<file path="config.mk">
export PLATFORM = sky130hd
export DESIGN_NAME = md_unit
export DESIGN_NICKNAME = d
export VERILOG_FILES = /design/src/source/md_pkg.sv /design/src/source/md_ifs.sv /design/src/source/md_issue.sv /design/src/source/md_mult.sv /design/src/source/md_multiplier.sv /design/src/source/md_result_fifo.sv /design/src/source/md_serdiv.sv /design/src/source/md_unit.sv
export SDC_FILE = /design/constraint.sdc
export NUM_CORES = 2
export LEC_CHECK = 0
export BUFFER_PORTS_ARGS = -buffer_cell sky130_fd_sc_hd__buf_4
export CORE_MARGIN = 2
export CORE_UTILIZATION = 60
export DETAILED_ROUTE_END_ITERATION = 12
export PLACE_DENSITY = 0.8
export SLEW_MARGIN = 20
export SYNTH_ARGS = -nofsm -noshare
export SYNTH_HDL_FRONTEND = slang
export SYNTH_HIERARCHICAL = 1
export SYNTH_SLANG_ARGS = --single-unit
</file>
<file path="constraint.sdc">
create_clock -name clk_i -period 7.4 [get_ports clk_i]
set_clock_uncertainty 0.1 [all_clocks]
set_input_delay 1.11 -clock clk_i [delete_from_list [all_inputs] [get_ports clk_i]]
set_output_delay 1.11 -clock clk_i [all_outputs]
set_load 0.05 [all_outputs]
</file>
<file path="src/source/md_pkg.sv">
package md_pkg;

  // --------------------------------------------------
  // data path widths
  // --------------------------------------------------
  // one integer register word, rv32 only
  localparam int unsigned XLEN = 32;
  typedef logic [XLEN-1:0] xlen_t;

  // tag that follows an operation from issue to writeback
  localparam int unsigned TRANS_ID_BITS = 3;
  typedef logic [TRANS_ID_BITS-1:0] trans_id_t;

  // --------------------------------------------------
  // operations
  // --------------------------------------------------
  // encoding equals funct3 of the OP/M instructions
  typedef enum logic [2:0] {
    MUL    = 3'b000,
    MULH   = 3'b001,
    MULHSU = 3'b010,
    MULHU  = 3'b011,
    DIV    = 3'b100,
    DIVU   = 3'b101,
    REM    = 3'b110,
    REMU   = 3'b111
  } md_op_e;

  // register stages between multiplier input and result
  localparam int unsigned MUL_LATENCY = 2;

  // width of the divider step counter, one step per quotient bit
  localparam int unsigned DIV_CNT_BITS = $clog2(XLEN);

  // funct3[2] clear selects the multiplier
  function automatic logic is_mul_op(md_op_e op);
    return (op[2] == 1'b0);
  endfunction

endpackage

</file>
<file path="src/source/md_ifs.sv">
`timescale 1ns/1ps

// request channel, issue stage to core
interface md_req_if;
  import md_pkg::*;

  logic      valid;
  logic      ready;
  md_op_e    op;
  xlen_t     operand_a;
  xlen_t     operand_b;
  trans_id_t trans_id;

  modport producer (output valid, op, operand_a, operand_b, trans_id, input ready);
  modport core (input valid, op, operand_a, operand_b, trans_id, output ready);
endinterface

// result channel, core to result buffer
interface md_res_if;
  import md_pkg::*;

  logic      valid;
  logic      ready;
  xlen_t     result;
  trans_id_t trans_id;

  modport source (output valid, result, trans_id, input ready);
  modport sink (input valid, result, trans_id, output ready);
endinterface

</file>
<file path="src/source/md_issue.sv">
`timescale 1ns/1ps

module md_issue #(
  parameter int unsigned Depth = 4
) (
  input  logic              clk_i,
  input  logic              rst_ni,
  input  logic              req_valid_i,
  output logic              req_ready_o,
  input  md_pkg::md_op_e    req_op_i,
  input  md_pkg::xlen_t     req_a_i,
  input  md_pkg::xlen_t     req_b_i,
  input  md_pkg::trans_id_t req_id_i,
  input  logic              pop_i,
  md_req_if.producer        req_o
);
  import md_pkg::*;

  localparam int unsigned CntW = $clog2(Depth + 1);

  logic [CntW-1:0] cnt_q;
  logic [CntW-1:0] cnt_d;
  logic            credit_ok;
  logic            accept;

  // back-to-back multiplies need one slot per pipeline stage
  if (Depth < MUL_LATENCY) begin : g_depth_check
    $error("md_issue: Depth is smaller than the multiplier latency");
  end

  // --------------------------------------------------
  // credit gate
  // --------------------------------------------------
  // one credit per result buffer entry
  assign credit_ok = (cnt_q < CntW'(Depth));

  // the core only sees requests that already own a credit
  assign req_o.valid     = req_valid_i & credit_ok;
  assign req_o.op        = req_op_i;
  assign req_o.operand_a = req_a_i;
  assign req_o.operand_b = req_b_i;
  assign req_o.trans_id  = req_id_i;

  assign req_ready_o = req_o.ready & credit_ok;
  assign accept      = req_valid_i & req_ready_o;

  // --------------------------------------------------
  // outstanding operation counter
  // --------------------------------------------------
  always_comb begin
    cnt_d = cnt_q;
    case ({accept, pop_i})
      2'b10:   cnt_d = cnt_q + 1'b1;
      2'b01:   cnt_d = cnt_q - 1'b1;
      default: cnt_d = cnt_q;
    endcase
  end

  always_ff @(posedge clk_i or negedge rst_ni) begin
    if (!rst_ni) begin
      cnt_q <= '0;
    end else begin
      cnt_q <= cnt_d;
    end
  end

  // never more in flight than the buffer can hold
  assert property (@(posedge clk_i) disable iff (!rst_ni) cnt_q <= CntW'(Depth));
  // every pop at the top level belongs to an operation issued here
  assert property (@(posedge clk_i) disable iff (!rst_ni) pop_i |-> cnt_q != '0);

endmodule

</file>
<file path="src/source/md_mult.sv">
`timescale 1ns/1ps

module md_mult (
  input  logic     clk_i,
  input  logic     rst_ni,
  md_req_if.core   req_i,
  md_res_if.source res_o
);
  import md_pkg::*;

  logic      is_mul;
  logic      mul_valid_op;
  logic      div_valid_op;
  logic      div_in_ready;
  logic      div_out_ready;
  logic      div_signed;
  logic      div_rem;
  xlen_t     mul_a;
  xlen_t     mul_b;
  xlen_t     div_a;
  xlen_t     div_b;
  logic      mul_valid;
  xlen_t     mul_result;
  trans_id_t mul_id;
  logic      div_valid;
  xlen_t     div_result;
  trans_id_t div_id;

  // --------------------------------------------------
  // input decode
  // --------------------------------------------------
  assign is_mul       = is_mul_op(req_i.op);
  assign mul_valid_op = req_i.valid & is_mul;
  assign div_valid_op = req_i.valid & ~is_mul;
  // multiplier never stalls, divider takes one op at a time
  assign req_i.ready  = is_mul | div_in_ready;

  // divider control from funct3
  assign div_signed = req_i.op inside {DIV, REM};
  assign div_rem    = req_i.op inside {REM, REMU};

  // keep the unused unit's operands quiet
  assign mul_a = is_mul ? req_i.operand_a : '0;
  assign mul_b = is_mul ? req_i.operand_b : '0;
  assign div_a = is_mul ? '0 : req_i.operand_a;
  assign div_b = is_mul ? '0 : req_i.operand_b;

  md_multiplier md_multiplier_i (
    .clk_i,
    .rst_ni,
    .valid_i  (mul_valid_op),
    .op_i     (req_i.op),
    .a_i      (mul_a),
    .b_i      (mul_b),
    .id_i     (req_i.trans_id),
    .valid_o  (mul_valid),
    .result_o (mul_result),
    .id_o     (mul_id)
  );

  md_serdiv md_serdiv_i (
    .clk_i,
    .rst_ni,
    .in_valid_i  (div_valid_op),
    .signed_i    (div_signed),
    .rem_i       (div_rem),
    .a_i         (div_a),
    .b_i         (div_b),
    .id_i        (req_i.trans_id),
    .out_ready_i (div_out_ready),
    .in_ready_o  (div_in_ready),
    .out_valid_o (div_valid),
    .result_o    (div_result),
    .id_o        (div_id)
  );

  // --------------------------------------------------
  // output arbitration
  // --------------------------------------------------
  // multiplier first, the divider can hold its result
  assign div_out_ready  = res_o.ready & ~mul_valid;
  assign res_o.valid    = mul_valid | div_valid;
  assign res_o.result   = mul_valid ? mul_result : div_result;
  assign res_o.trans_id = mul_valid ? mul_id : div_id;

  // credits guarantee room for every multiply result
  assert property (@(posedge clk_i) disable iff (!rst_ni) mul_valid |-> res_o.ready);
  // fixed latency with the tag carried along
  assert property (@(posedge clk_i) disable iff (!rst_ni)
    mul_valid_op |-> ##MUL_LATENCY
      (res_o.valid && res_o.trans_id == $past(req_i.trans_id, MUL_LATENCY)));

endmodule

</file>
<file path="src/source/md_multiplier.sv">
`timescale 1ns/1ps

module md_multiplier (
  input  logic              clk_i,
  input  logic              rst_ni,
  input  logic              valid_i,
  input  md_pkg::md_op_e    op_i,
  input  md_pkg::xlen_t     a_i,
  input  md_pkg::xlen_t     b_i,
  input  md_pkg::trans_id_t id_i,
  output logic              valid_o,
  output md_pkg::xlen_t     result_o,
  output md_pkg::trans_id_t id_o
);
  import md_pkg::*;

  logic                      sign_a;
  logic                      sign_b;
  logic signed [XLEN:0]      a_q;
  logic signed [XLEN:0]      b_q;
  logic                      high_q;
  trans_id_t                 id_q;
  logic                      valid_q;
  logic signed [2*XLEN+1:0]  prod;

  // --------------------------------------------------
  // stage one, operand extension
  // --------------------------------------------------
  // MULH signs both, MULHSU only a, MULHU none
  assign sign_a = op_i inside {MULH, MULHSU};
  assign sign_b = (op_i == MULH);

  always_ff @(posedge clk_i) begin
    if (valid_i) begin
      a_q    <= {sign_a & a_i[XLEN-1], a_i};
      b_q    <= {sign_b & b_i[XLEN-1], b_i};
      high_q <= (op_i != MUL);
      id_q   <= id_i;
    end
  end

  // --------------------------------------------------
  // stage two, product and word select
  // --------------------------------------------------
  // 33x33 signed covers all three sign combinations
  assign prod = a_q * b_q;

  always_ff @(posedge clk_i) begin
    if (valid_q) begin
      result_o <= high_q ? prod[2*XLEN-1:XLEN] : prod[XLEN-1:0];
      id_o     <= id_q;
    end
  end

  always_ff @(posedge clk_i or negedge rst_ni) begin
    if (!rst_ni) begin
      valid_q <= 1'b0;
      valid_o <= 1'b0;
    end else begin
      valid_q <= valid_i;
      valid_o <= valid_q;
    end
  end

endmodule

</file>
<file path="src/source/md_result_fifo.sv">
`timescale 1ns/1ps

module md_result_fifo #(
  parameter int unsigned Depth = 4
) (
  input  logic              clk_i,
  input  logic              rst_ni,
  md_res_if.sink            res_i,
  input  logic              res_ready_i,
  output logic              res_valid_o,
  output md_pkg::xlen_t     res_data_o,
  output md_pkg::trans_id_t res_id_o
);
  import md_pkg::*;

  localparam int unsigned PtrW = (Depth > 1) ? $clog2(Depth) : 1;
  localparam int unsigned CntW = $clog2(Depth + 1);

  xlen_t           data_mem [Depth];
  trans_id_t       id_mem   [Depth];
  logic [PtrW-1:0] wr_ptr_q;
  logic [PtrW-1:0] rd_ptr_q;
  logic [CntW-1:0] cnt_q;
  logic            push;
  logic            pop;

  // --------------------------------------------------
  // handshakes
  // --------------------------------------------------
  assign res_i.ready = (cnt_q != CntW'(Depth));
  assign res_valid_o = (cnt_q != '0);
  assign push        = res_i.valid & res_i.ready;
  assign pop         = res_valid_o & res_ready_i;

  // storage, result and tag side by side
  always_ff @(posedge clk_i) begin
    if (push) begin
      data_mem[wr_ptr_q] <= res_i.result;
      id_mem[wr_ptr_q]   <= res_i.trans_id;
    end
  end

  assign res_data_o = data_mem[rd_ptr_q];
  assign res_id_o   = id_mem[rd_ptr_q];

  // pointers wrap at Depth, which need not be a power of two
  always_ff @(posedge clk_i or negedge rst_ni) begin
    if (!rst_ni) begin
      wr_ptr_q <= '0;
      rd_ptr_q <= '0;
      cnt_q    <= '0;
    end else begin
      if (push) begin
        wr_ptr_q <= (wr_ptr_q == PtrW'(Depth - 1)) ? '0 : wr_ptr_q + 1'b1;
      end
      if (pop) begin
        rd_ptr_q <= (rd_ptr_q == PtrW'(Depth - 1)) ? '0 : rd_ptr_q + 1'b1;
      end
      if (push && !pop) begin
        cnt_q <= cnt_q + 1'b1;
      end else if (pop && !push) begin
        cnt_q <= cnt_q - 1'b1;
      end
    end
  end

  // the issue credits keep the core from offering a result to a full buffer
  assert property (@(posedge clk_i) disable iff (!rst_ni)
    cnt_q == CntW'(Depth) |-> !res_i.valid);

endmodule

</file>
<file path="src/source/md_serdiv.sv">
`timescale 1ns/1ps

module md_serdiv (
  input  logic              clk_i,
  input  logic              rst_ni,
  input  logic              in_valid_i,
  input  logic              signed_i,
  input  logic              rem_i,
  input  md_pkg::xlen_t     a_i,
  input  md_pkg::xlen_t     b_i,
  input  md_pkg::trans_id_t id_i,
  input  logic              out_ready_i,
  output logic              in_ready_o,
  output logic              out_valid_o,
  output md_pkg::xlen_t     result_o,
  output md_pkg::trans_id_t id_o
);
  import md_pkg::*;

  typedef enum logic [1:0] {IDLE, DIVIDE, FINISH} state_e;

  state_e                  state_q;
  state_e                  state_d;
  logic [DIV_CNT_BITS-1:0] cnt_q;
  logic [DIV_CNT_BITS-1:0] cnt_d;
  logic                    a_neg;
  logic                    b_neg;
  xlen_t                   a_abs;
  xlen_t                   b_abs;
  logic                    div_zero;
  xlen_t                   quo_q;
  xlen_t                   rem_q;
  xlen_t                   dvs_q;
  logic                    neg_quo_q;
  logic                    neg_rem_q;
  logic                    sel_rem_q;
  trans_id_t               id_q;
  logic [XLEN:0]           rem_shift;
  logic [XLEN:0]           rem_diff;
  xlen_t                   res_mag;
  logic                    res_neg;

  // --------------------------------------------------
  // operand preparation
  // --------------------------------------------------
  assign a_neg    = signed_i & a_i[XLEN-1];
  assign b_neg    = signed_i & b_i[XLEN-1];
  assign a_abs    = a_neg ? -a_i : a_i;
  assign b_abs    = b_neg ? -b_i : b_i;
  assign div_zero = (b_i == '0);

  // restoring step, remainder shifted left by one dividend bit
  assign rem_shift = {rem_q, quo_q[XLEN-1]};
  assign rem_diff  = rem_shift - {1'b0, dvs_q};

  // --------------------------------------------------
  // control FSM
  // --------------------------------------------------
  always_comb begin
    state_d = state_q;
    cnt_d   = cnt_q;
    case (state_q)
      IDLE: begin
        if (in_valid_i) begin
          cnt_d = DIV_CNT_BITS'(XLEN - 1);
          // divide by zero skips the loop
          state_d = div_zero ? FINISH : DIVIDE;
        end
      end
      DIVIDE: begin
        cnt_d = cnt_q - 1'b1;
        if (cnt_q == '0) begin
          state_d = FINISH;
        end
      end
      FINISH: begin
        if (out_ready_i) begin
          state_d = IDLE;
        end
      end
      default: state_d = IDLE;
    endcase
  end

  always_ff @(posedge clk_i or negedge rst_ni) begin
    if (!rst_ni) begin
      state_q <= IDLE;
      cnt_q   <= '0;
    end else begin
      state_q <= state_d;
      cnt_q   <= cnt_d;
    end
  end

  // --------------------------------------------------
  // data path
  // --------------------------------------------------
  always_ff @(posedge clk_i) begin
    if (state_q == IDLE && in_valid_i) begin
      id_q      <= id_i;
      sel_rem_q <= rem_i;
      dvs_q     <= b_abs;
      if (div_zero) begin
        // quotient all ones, remainder is the dividend
        quo_q     <= '1;
        rem_q     <= a_i;
        neg_quo_q <= 1'b0;
        neg_rem_q <= 1'b0;
      end else begin
        quo_q     <= a_abs;
        rem_q     <= '0;
        // quotient sign from both operands, remainder from the dividend
        neg_quo_q <= a_neg ^ b_neg;
        neg_rem_q <= a_neg;
      end
    end else if (state_q == DIVIDE) begin
      // one quotient bit per cycle into the freed dividend bits
      if (!rem_diff[XLEN]) begin
        rem_q <= rem_diff[XLEN-1:0];
        quo_q <= {quo_q[XLEN-2:0], 1'b1};
      end else begin
        rem_q <= rem_shift[XLEN-1:0];
        quo_q <= {quo_q[XLEN-2:0], 1'b0};
      end
    end
  end

  // sign fix at the output
  // most negative / -1 wraps back to the dividend, remainder stays zero
  assign res_mag = sel_rem_q ? rem_q : quo_q;
  assign res_neg = sel_rem_q ? neg_rem_q : neg_quo_q;

  assign result_o    = res_neg ? -res_mag : res_mag;
  assign id_o        = id_q;
  assign in_ready_o  = (state_q == IDLE);
  assign out_valid_o = (state_q == FINISH);

  // nonzero divisor, one step per quotient bit before the result shows
  assert property (@(posedge clk_i) disable iff (!rst_ni)
    in_valid_i && in_ready_o && !div_zero |-> ##(XLEN+1) out_valid_o);
  // a stalled result holds value and tag
  assert property (@(posedge clk_i) disable iff (!rst_ni)
    out_valid_o && !out_ready_i |=> out_valid_o && $stable(result_o) && $stable(id_o));

endmodule

</file>
<file path="src/source/md_unit.sv">
`timescale 1ns/1ps

module md_unit #(
  parameter int unsigned Depth = 4
) (
  input  logic              clk_i,
  input  logic              rst_ni,
  // request side
  input  logic              req_valid_i,
  output logic              req_ready_o,
  input  md_pkg::md_op_e    req_op_i,
  input  md_pkg::xlen_t     req_a_i,
  input  md_pkg::xlen_t     req_b_i,
  input  md_pkg::trans_id_t req_id_i,
  // result side
  output logic              res_valid_o,
  input  logic              res_ready_i,
  output md_pkg::xlen_t     res_data_o,
  output md_pkg::trans_id_t res_id_o
);

  logic pop;

  md_req_if req_if ();
  md_res_if res_if ();

  // writeback took a result, one credit comes back
  assign pop = res_valid_o & res_ready_i;

  md_issue #(
    .Depth (Depth)
  ) md_issue_i (
    .clk_i,
    .rst_ni,
    .req_valid_i,
    .req_ready_o,
    .req_op_i,
    .req_a_i,
    .req_b_i,
    .req_id_i,
    .pop_i (pop),
    .req_o (req_if.producer)
  );

  md_mult md_mult_i (
    .clk_i,
    .rst_ni,
    .req_i (req_if.core),
    .res_o (res_if.source)
  );

  md_result_fifo #(
    .Depth (Depth)
  ) md_result_fifo_i (
    .clk_i,
    .rst_ni,
    .res_i (res_if.sink),
    .res_ready_i,
    .res_valid_o,
    .res_data_o,
    .res_id_o
  );

endmodule

</file>
==> results.cfg <==
[global_route]
grt_start_max_net_pins = 91
antenna_found_initial = 13
overflow = 0
grt_first_pass_wirelength_um = 269000
first_global_vias = 47300
track_usage = 0.356

[floorplan]
design.portCount = 111
row_count = 114
initial_cell_density_of_the_core = 0.605
die_area_um2 = 100000
die_width_um = 316
fp.coreArea_um2 = 96700
die_height_um = 316

[synth]
share_of_flip_flops_with_an_asynchronous_set_or_reset = 0.0519
synth_area_per_cell_um2 = 10.0
share_of_the_yosys_chip_area_belonging_to_registers = 0.186
synth-seq-cells = 366
synthesis.area_um2 = 58500
syn_nets = 7292
yosys_warnings = 6
synth-main-ff-cell = edfxtp_1
synth_most_common_cell = inv_1
yosys-top-cells-area = fa_1 39%, edfxtp_1 18%, inv_1 7.4%, and2_1 6.4%, ha_1 5.5%
synth_commonest_cells = 1,156 x inv_1, 1,128 x fa_1, 673 x nand2_1, 602 x and2_1, 347 x edfxtp_1
synth_top_area_share = 0.386
synth_top_area_cell = fa_1
syn_inst = 5834
ys_types = 92
synth_edf_count = 347

[sta]
layout_worst_path_cycle_share = 1.07
final_max_slew_viol_count = 0
worst_hold_slack_ns = 0.281
max_freq_mhz = 126
rsz0062_at_grt = true
min_period_ns = 7.91
report.final.setup_viol = 31
postLayoutSetupSlackWorst_ns = -0.507
final_hold_viol_count = 0
tightest_slew_ns = 1.04
max_slew_margin = 0.305

[layout]
final_area_um2 = 67500
nNetsFinal = 7660
share_of_layout_cells_above_drive_strength_1 = 0.184
filler_cell_count = 6724
areaGrowthSynthToFinish_pct = 15.4

[route]
detail_route.wl_per_cell_um = 23.1
firstDrtPassIters = 7
totalWireLength_um = 173000
route.vias.total = 44000
vias_per_cell = 5.86
route.antenna.remaining_nets = 0
drt_iter0_markers = 4407
drc_errors = 0

[critical_path]
critical_path_launch_point_type = flip-flop
worst-r2r-cell-count = 24
worst-setup-path-type = flip-flop to flip-flop
r2r_setup_slack_ns = -0.51
critical_path.reg2reg.startpoint = md_mult_i/md_multiplier_i/a_q[32]
worst_ep_required_time_ns = 7.65
timing.critical_path.fanout_max = 6
endpoint_kind = flip-flop
r2r-end = md_mult_i/md_multiplier_i/result_o[31]
arrival_ns = 8.16

[placement]
post_dp_cell_area_um2 = 64000
routability_congestion = 0.998
io_buffer_count = 110
dpl.hpwl_um = 137000

[status]
outcome = finished, violations left
violations = setup timing

[clock_network]
ctsRootBufferMaster = clkbuf_16
post_cts_hold_buffer_count = 0
htreeDepth = 2
cts-buffers-inserted = 42
cts_buffer_depth = 3
tritoncts = done
cts_sinks = 366
clk_transition_reported_paths_ns = 0.06
clock_insertion_delay_worst_skew_ns = 0.60

[run]
maxcap_violations = 0

[hold_path]
min_path_type = input port to async pin
[timing repair]
| action | 4_1_cts | 5_1_grt |
|---|---|---|
| setup buffers | 41 | 22 |
| pin swaps | 93 | 98 |
| cloned | 1 | 3 |
| resized for setup | 190 | 145 |
| hold endpoints to repair | 0 | 0 |
| setup endpoints to repair | 31 | 32 |
[placed cells by master (no fill, tap or decap), types with 13 or more instances in the layout]
| cell | synthesis | layout |
|---|---|---|
| nand2b_1 | 35 | 34 |
| o21ai_0 | 108 | 86 |
| dfrtp_1 | 19 | 17 |
| a21oi_1 | 145 | 115 |
| edfxtp_1 | 347 | 347 |
| inv_2 | 1 | 42 |
| nor2b_1 | 104 | 102 |
| mux2i_1 | 53 | 52 |
| inv_1 | 1156 | 1113 |
| nor3_1 | 39 | 31 |
| and2_1 | 602 | 580 |
| ha_1 | 256 | 220 |
| mux4_2 | 35 | 35 |
| fa_2 | 0 | 42 |
| buf_6 | 7 | 25 |
| o211ai_1 | 15 | 15 |
| a21o_1 | 30 | 30 |
| buf_4 | 86 | 588 |
| clkbuf_16 | 0 | 47 |
| o21bai_1 | 14 | 13 |
| fa_1 | 1128 | 1086 |
| o21ai_1 | 26 | 38 |
| nand2_1 | 673 | 659 |
| a31oi_1 | 45 | 40 |
| nand4_1 | 26 | 26 |
| ha_4 | 0 | 36 |
| xor2_1 | 87 | 84 |
| xnor2_1 | 109 | 100 |
| and2_4 | 1 | 23 |
| nor2_1 | 127 | 121 |
| mux2_4 | 30 | 31 |
| nand2_2 | 1 | 14 |
| o21a_1 | 15 | 14 |
| nand3_1 | 18 | 16 |
| mux2_2 | 15 | 15 |
| buf_12 | 0 | 75 |
| a21oi_2 | 1 | 26 |
[per-stage QoR]
step / util / setup WS (ns) / std cells / TNS [ns]
3_5_place_dp: 0.662 / -0.884 / 7370 / -11.63
5_1_grt: 0.698 / -0.618 / 7512 / -11.76
6_report: 0.698 / -0.507 / 7517 / -6.38
3_3_place_gp: 0.662 / -0.922 / 7370 / -9.84
4_1_cts: 0.690 / -0.293 / 7490 / -4.59
2_1_floorplan: - / -0.396 / 5834 / -0.708
[logic make-up after synthesis]
kind of cell    after synthesis  share of synthesized area
flops                       366                      0.186
fa+ha+maj                  1384                      0.440
xor+xnor                    196                     0.0293
buf+inv                    1527                      0.105
simple gates               1716                      0.150
compound gates              511                     0.0556
mux                         134                     0.0333
[sequential cells by signal, indices dropped and copies added (netlist names), 3 cells and up]
signal and cells:
md_mult_i/md_multiplier_i/id_q 3, md_mult_i/md_serdiv_i/id_o 3, md_mult_i/md_serdiv_i/dvs_q 32, md_mult_i/md_multiplier_i/id_o 3, md_mult_i/md_multiplier_i/result_o 32, md_mult_i/md_multiplier_i/a_q 33, md_result_fifo_i/cnt_q 3, md_mult_i/md_serdiv_i/rem_q 32
md_result_fifo_i/data_mem 128, md_mult_i/md_serdiv_i/quo_q 32, md_mult_i/md_serdiv_i/cnt_q 5, md_mult_i/md_multiplier_i/b_q 33, md_result_fifo_i/id_mem 12, md_issue_i/cnt_q 3
[cell type report]
class | count | area [um^2] | area share
multi-input combinational | 3941 | 42900 | 0.635
sequential | 366 | 10900 | 0.161
timing repair buffer | 694 | 6330 | 0.0937
inverter | 1157 | 4350 | 0.0644
tap | 1276 | 1600 | 0.0236
clock buffer | 54 | 1170 | 0.0173
clock inverter | 24 | 300 | 0.00445
antenna | 5 | 12.5 | 0.000185
[how the worst max path moves through the flow]
stage | cells past startpoint | end | startpoint | slack [ns]
finish | 24 | md_mult_i/md_multiplier_i/result_o[31] | md_mult_i/md_multiplier_i/a_q[32] | -0.51
global route | 24 | md_mult_i/md_multiplier_i/result_o[31] | md_mult_i/md_multiplier_i/b_q[2] | -0.62
CTS | 25 | md_mult_i/md_multiplier_i/result_o[29] | md_mult_i/md_multiplier_i/a_q[32] | -0.29
detailed placement | 25 | md_mult_i/md_multiplier_i/result_o[31] | md_mult_i/md_multiplier_i/a_q[32] | -0.88
global placement | 25 | md_mult_i/md_multiplier_i/result_o[31] | md_mult_i/md_multiplier_i/a_q[32] | -0.92
floorplan | 25 | md_mult_i/md_multiplier_i/result_o[29] | md_mult_i/md_multiplier_i/a_q[32] | -0.40
[critical path, cell delays in order (launching register included)]
cell	delay, ns
edfxtp_1	0.42
buf_6	0.17
and2_4	0.14
fa_2	0.62
fa_2	0.48
fa_2	0.55
buf_6	0.16
fa_2	0.58
clkinvlp_4	0.13
buf_4	0.16
fa_1	0.49
inv_1	0.07
fa_1	0.50
fa_1	0.49
inv_1	0.05
fa_1	0.47
inv_1	0.06
ha_4	0.31
nand4_1	0.23
nor4_4	0.38
a211o_1	0.22
a41oi_2	0.08
o21ai_2	0.24
a2111oi_2	0.13
or3b_1	0.40
[layer usage]
layer	part of all wire	GRT usage
met1	0.36	0.463
met2	0.46	0.572
met3	0.10	0.0630
met4	0.071	0.198
met5	0.00065	0
Power is left out: the tool's default activity adds up to more than one toggle a clock period on the data nets, which glitch-free logic cannot reach.
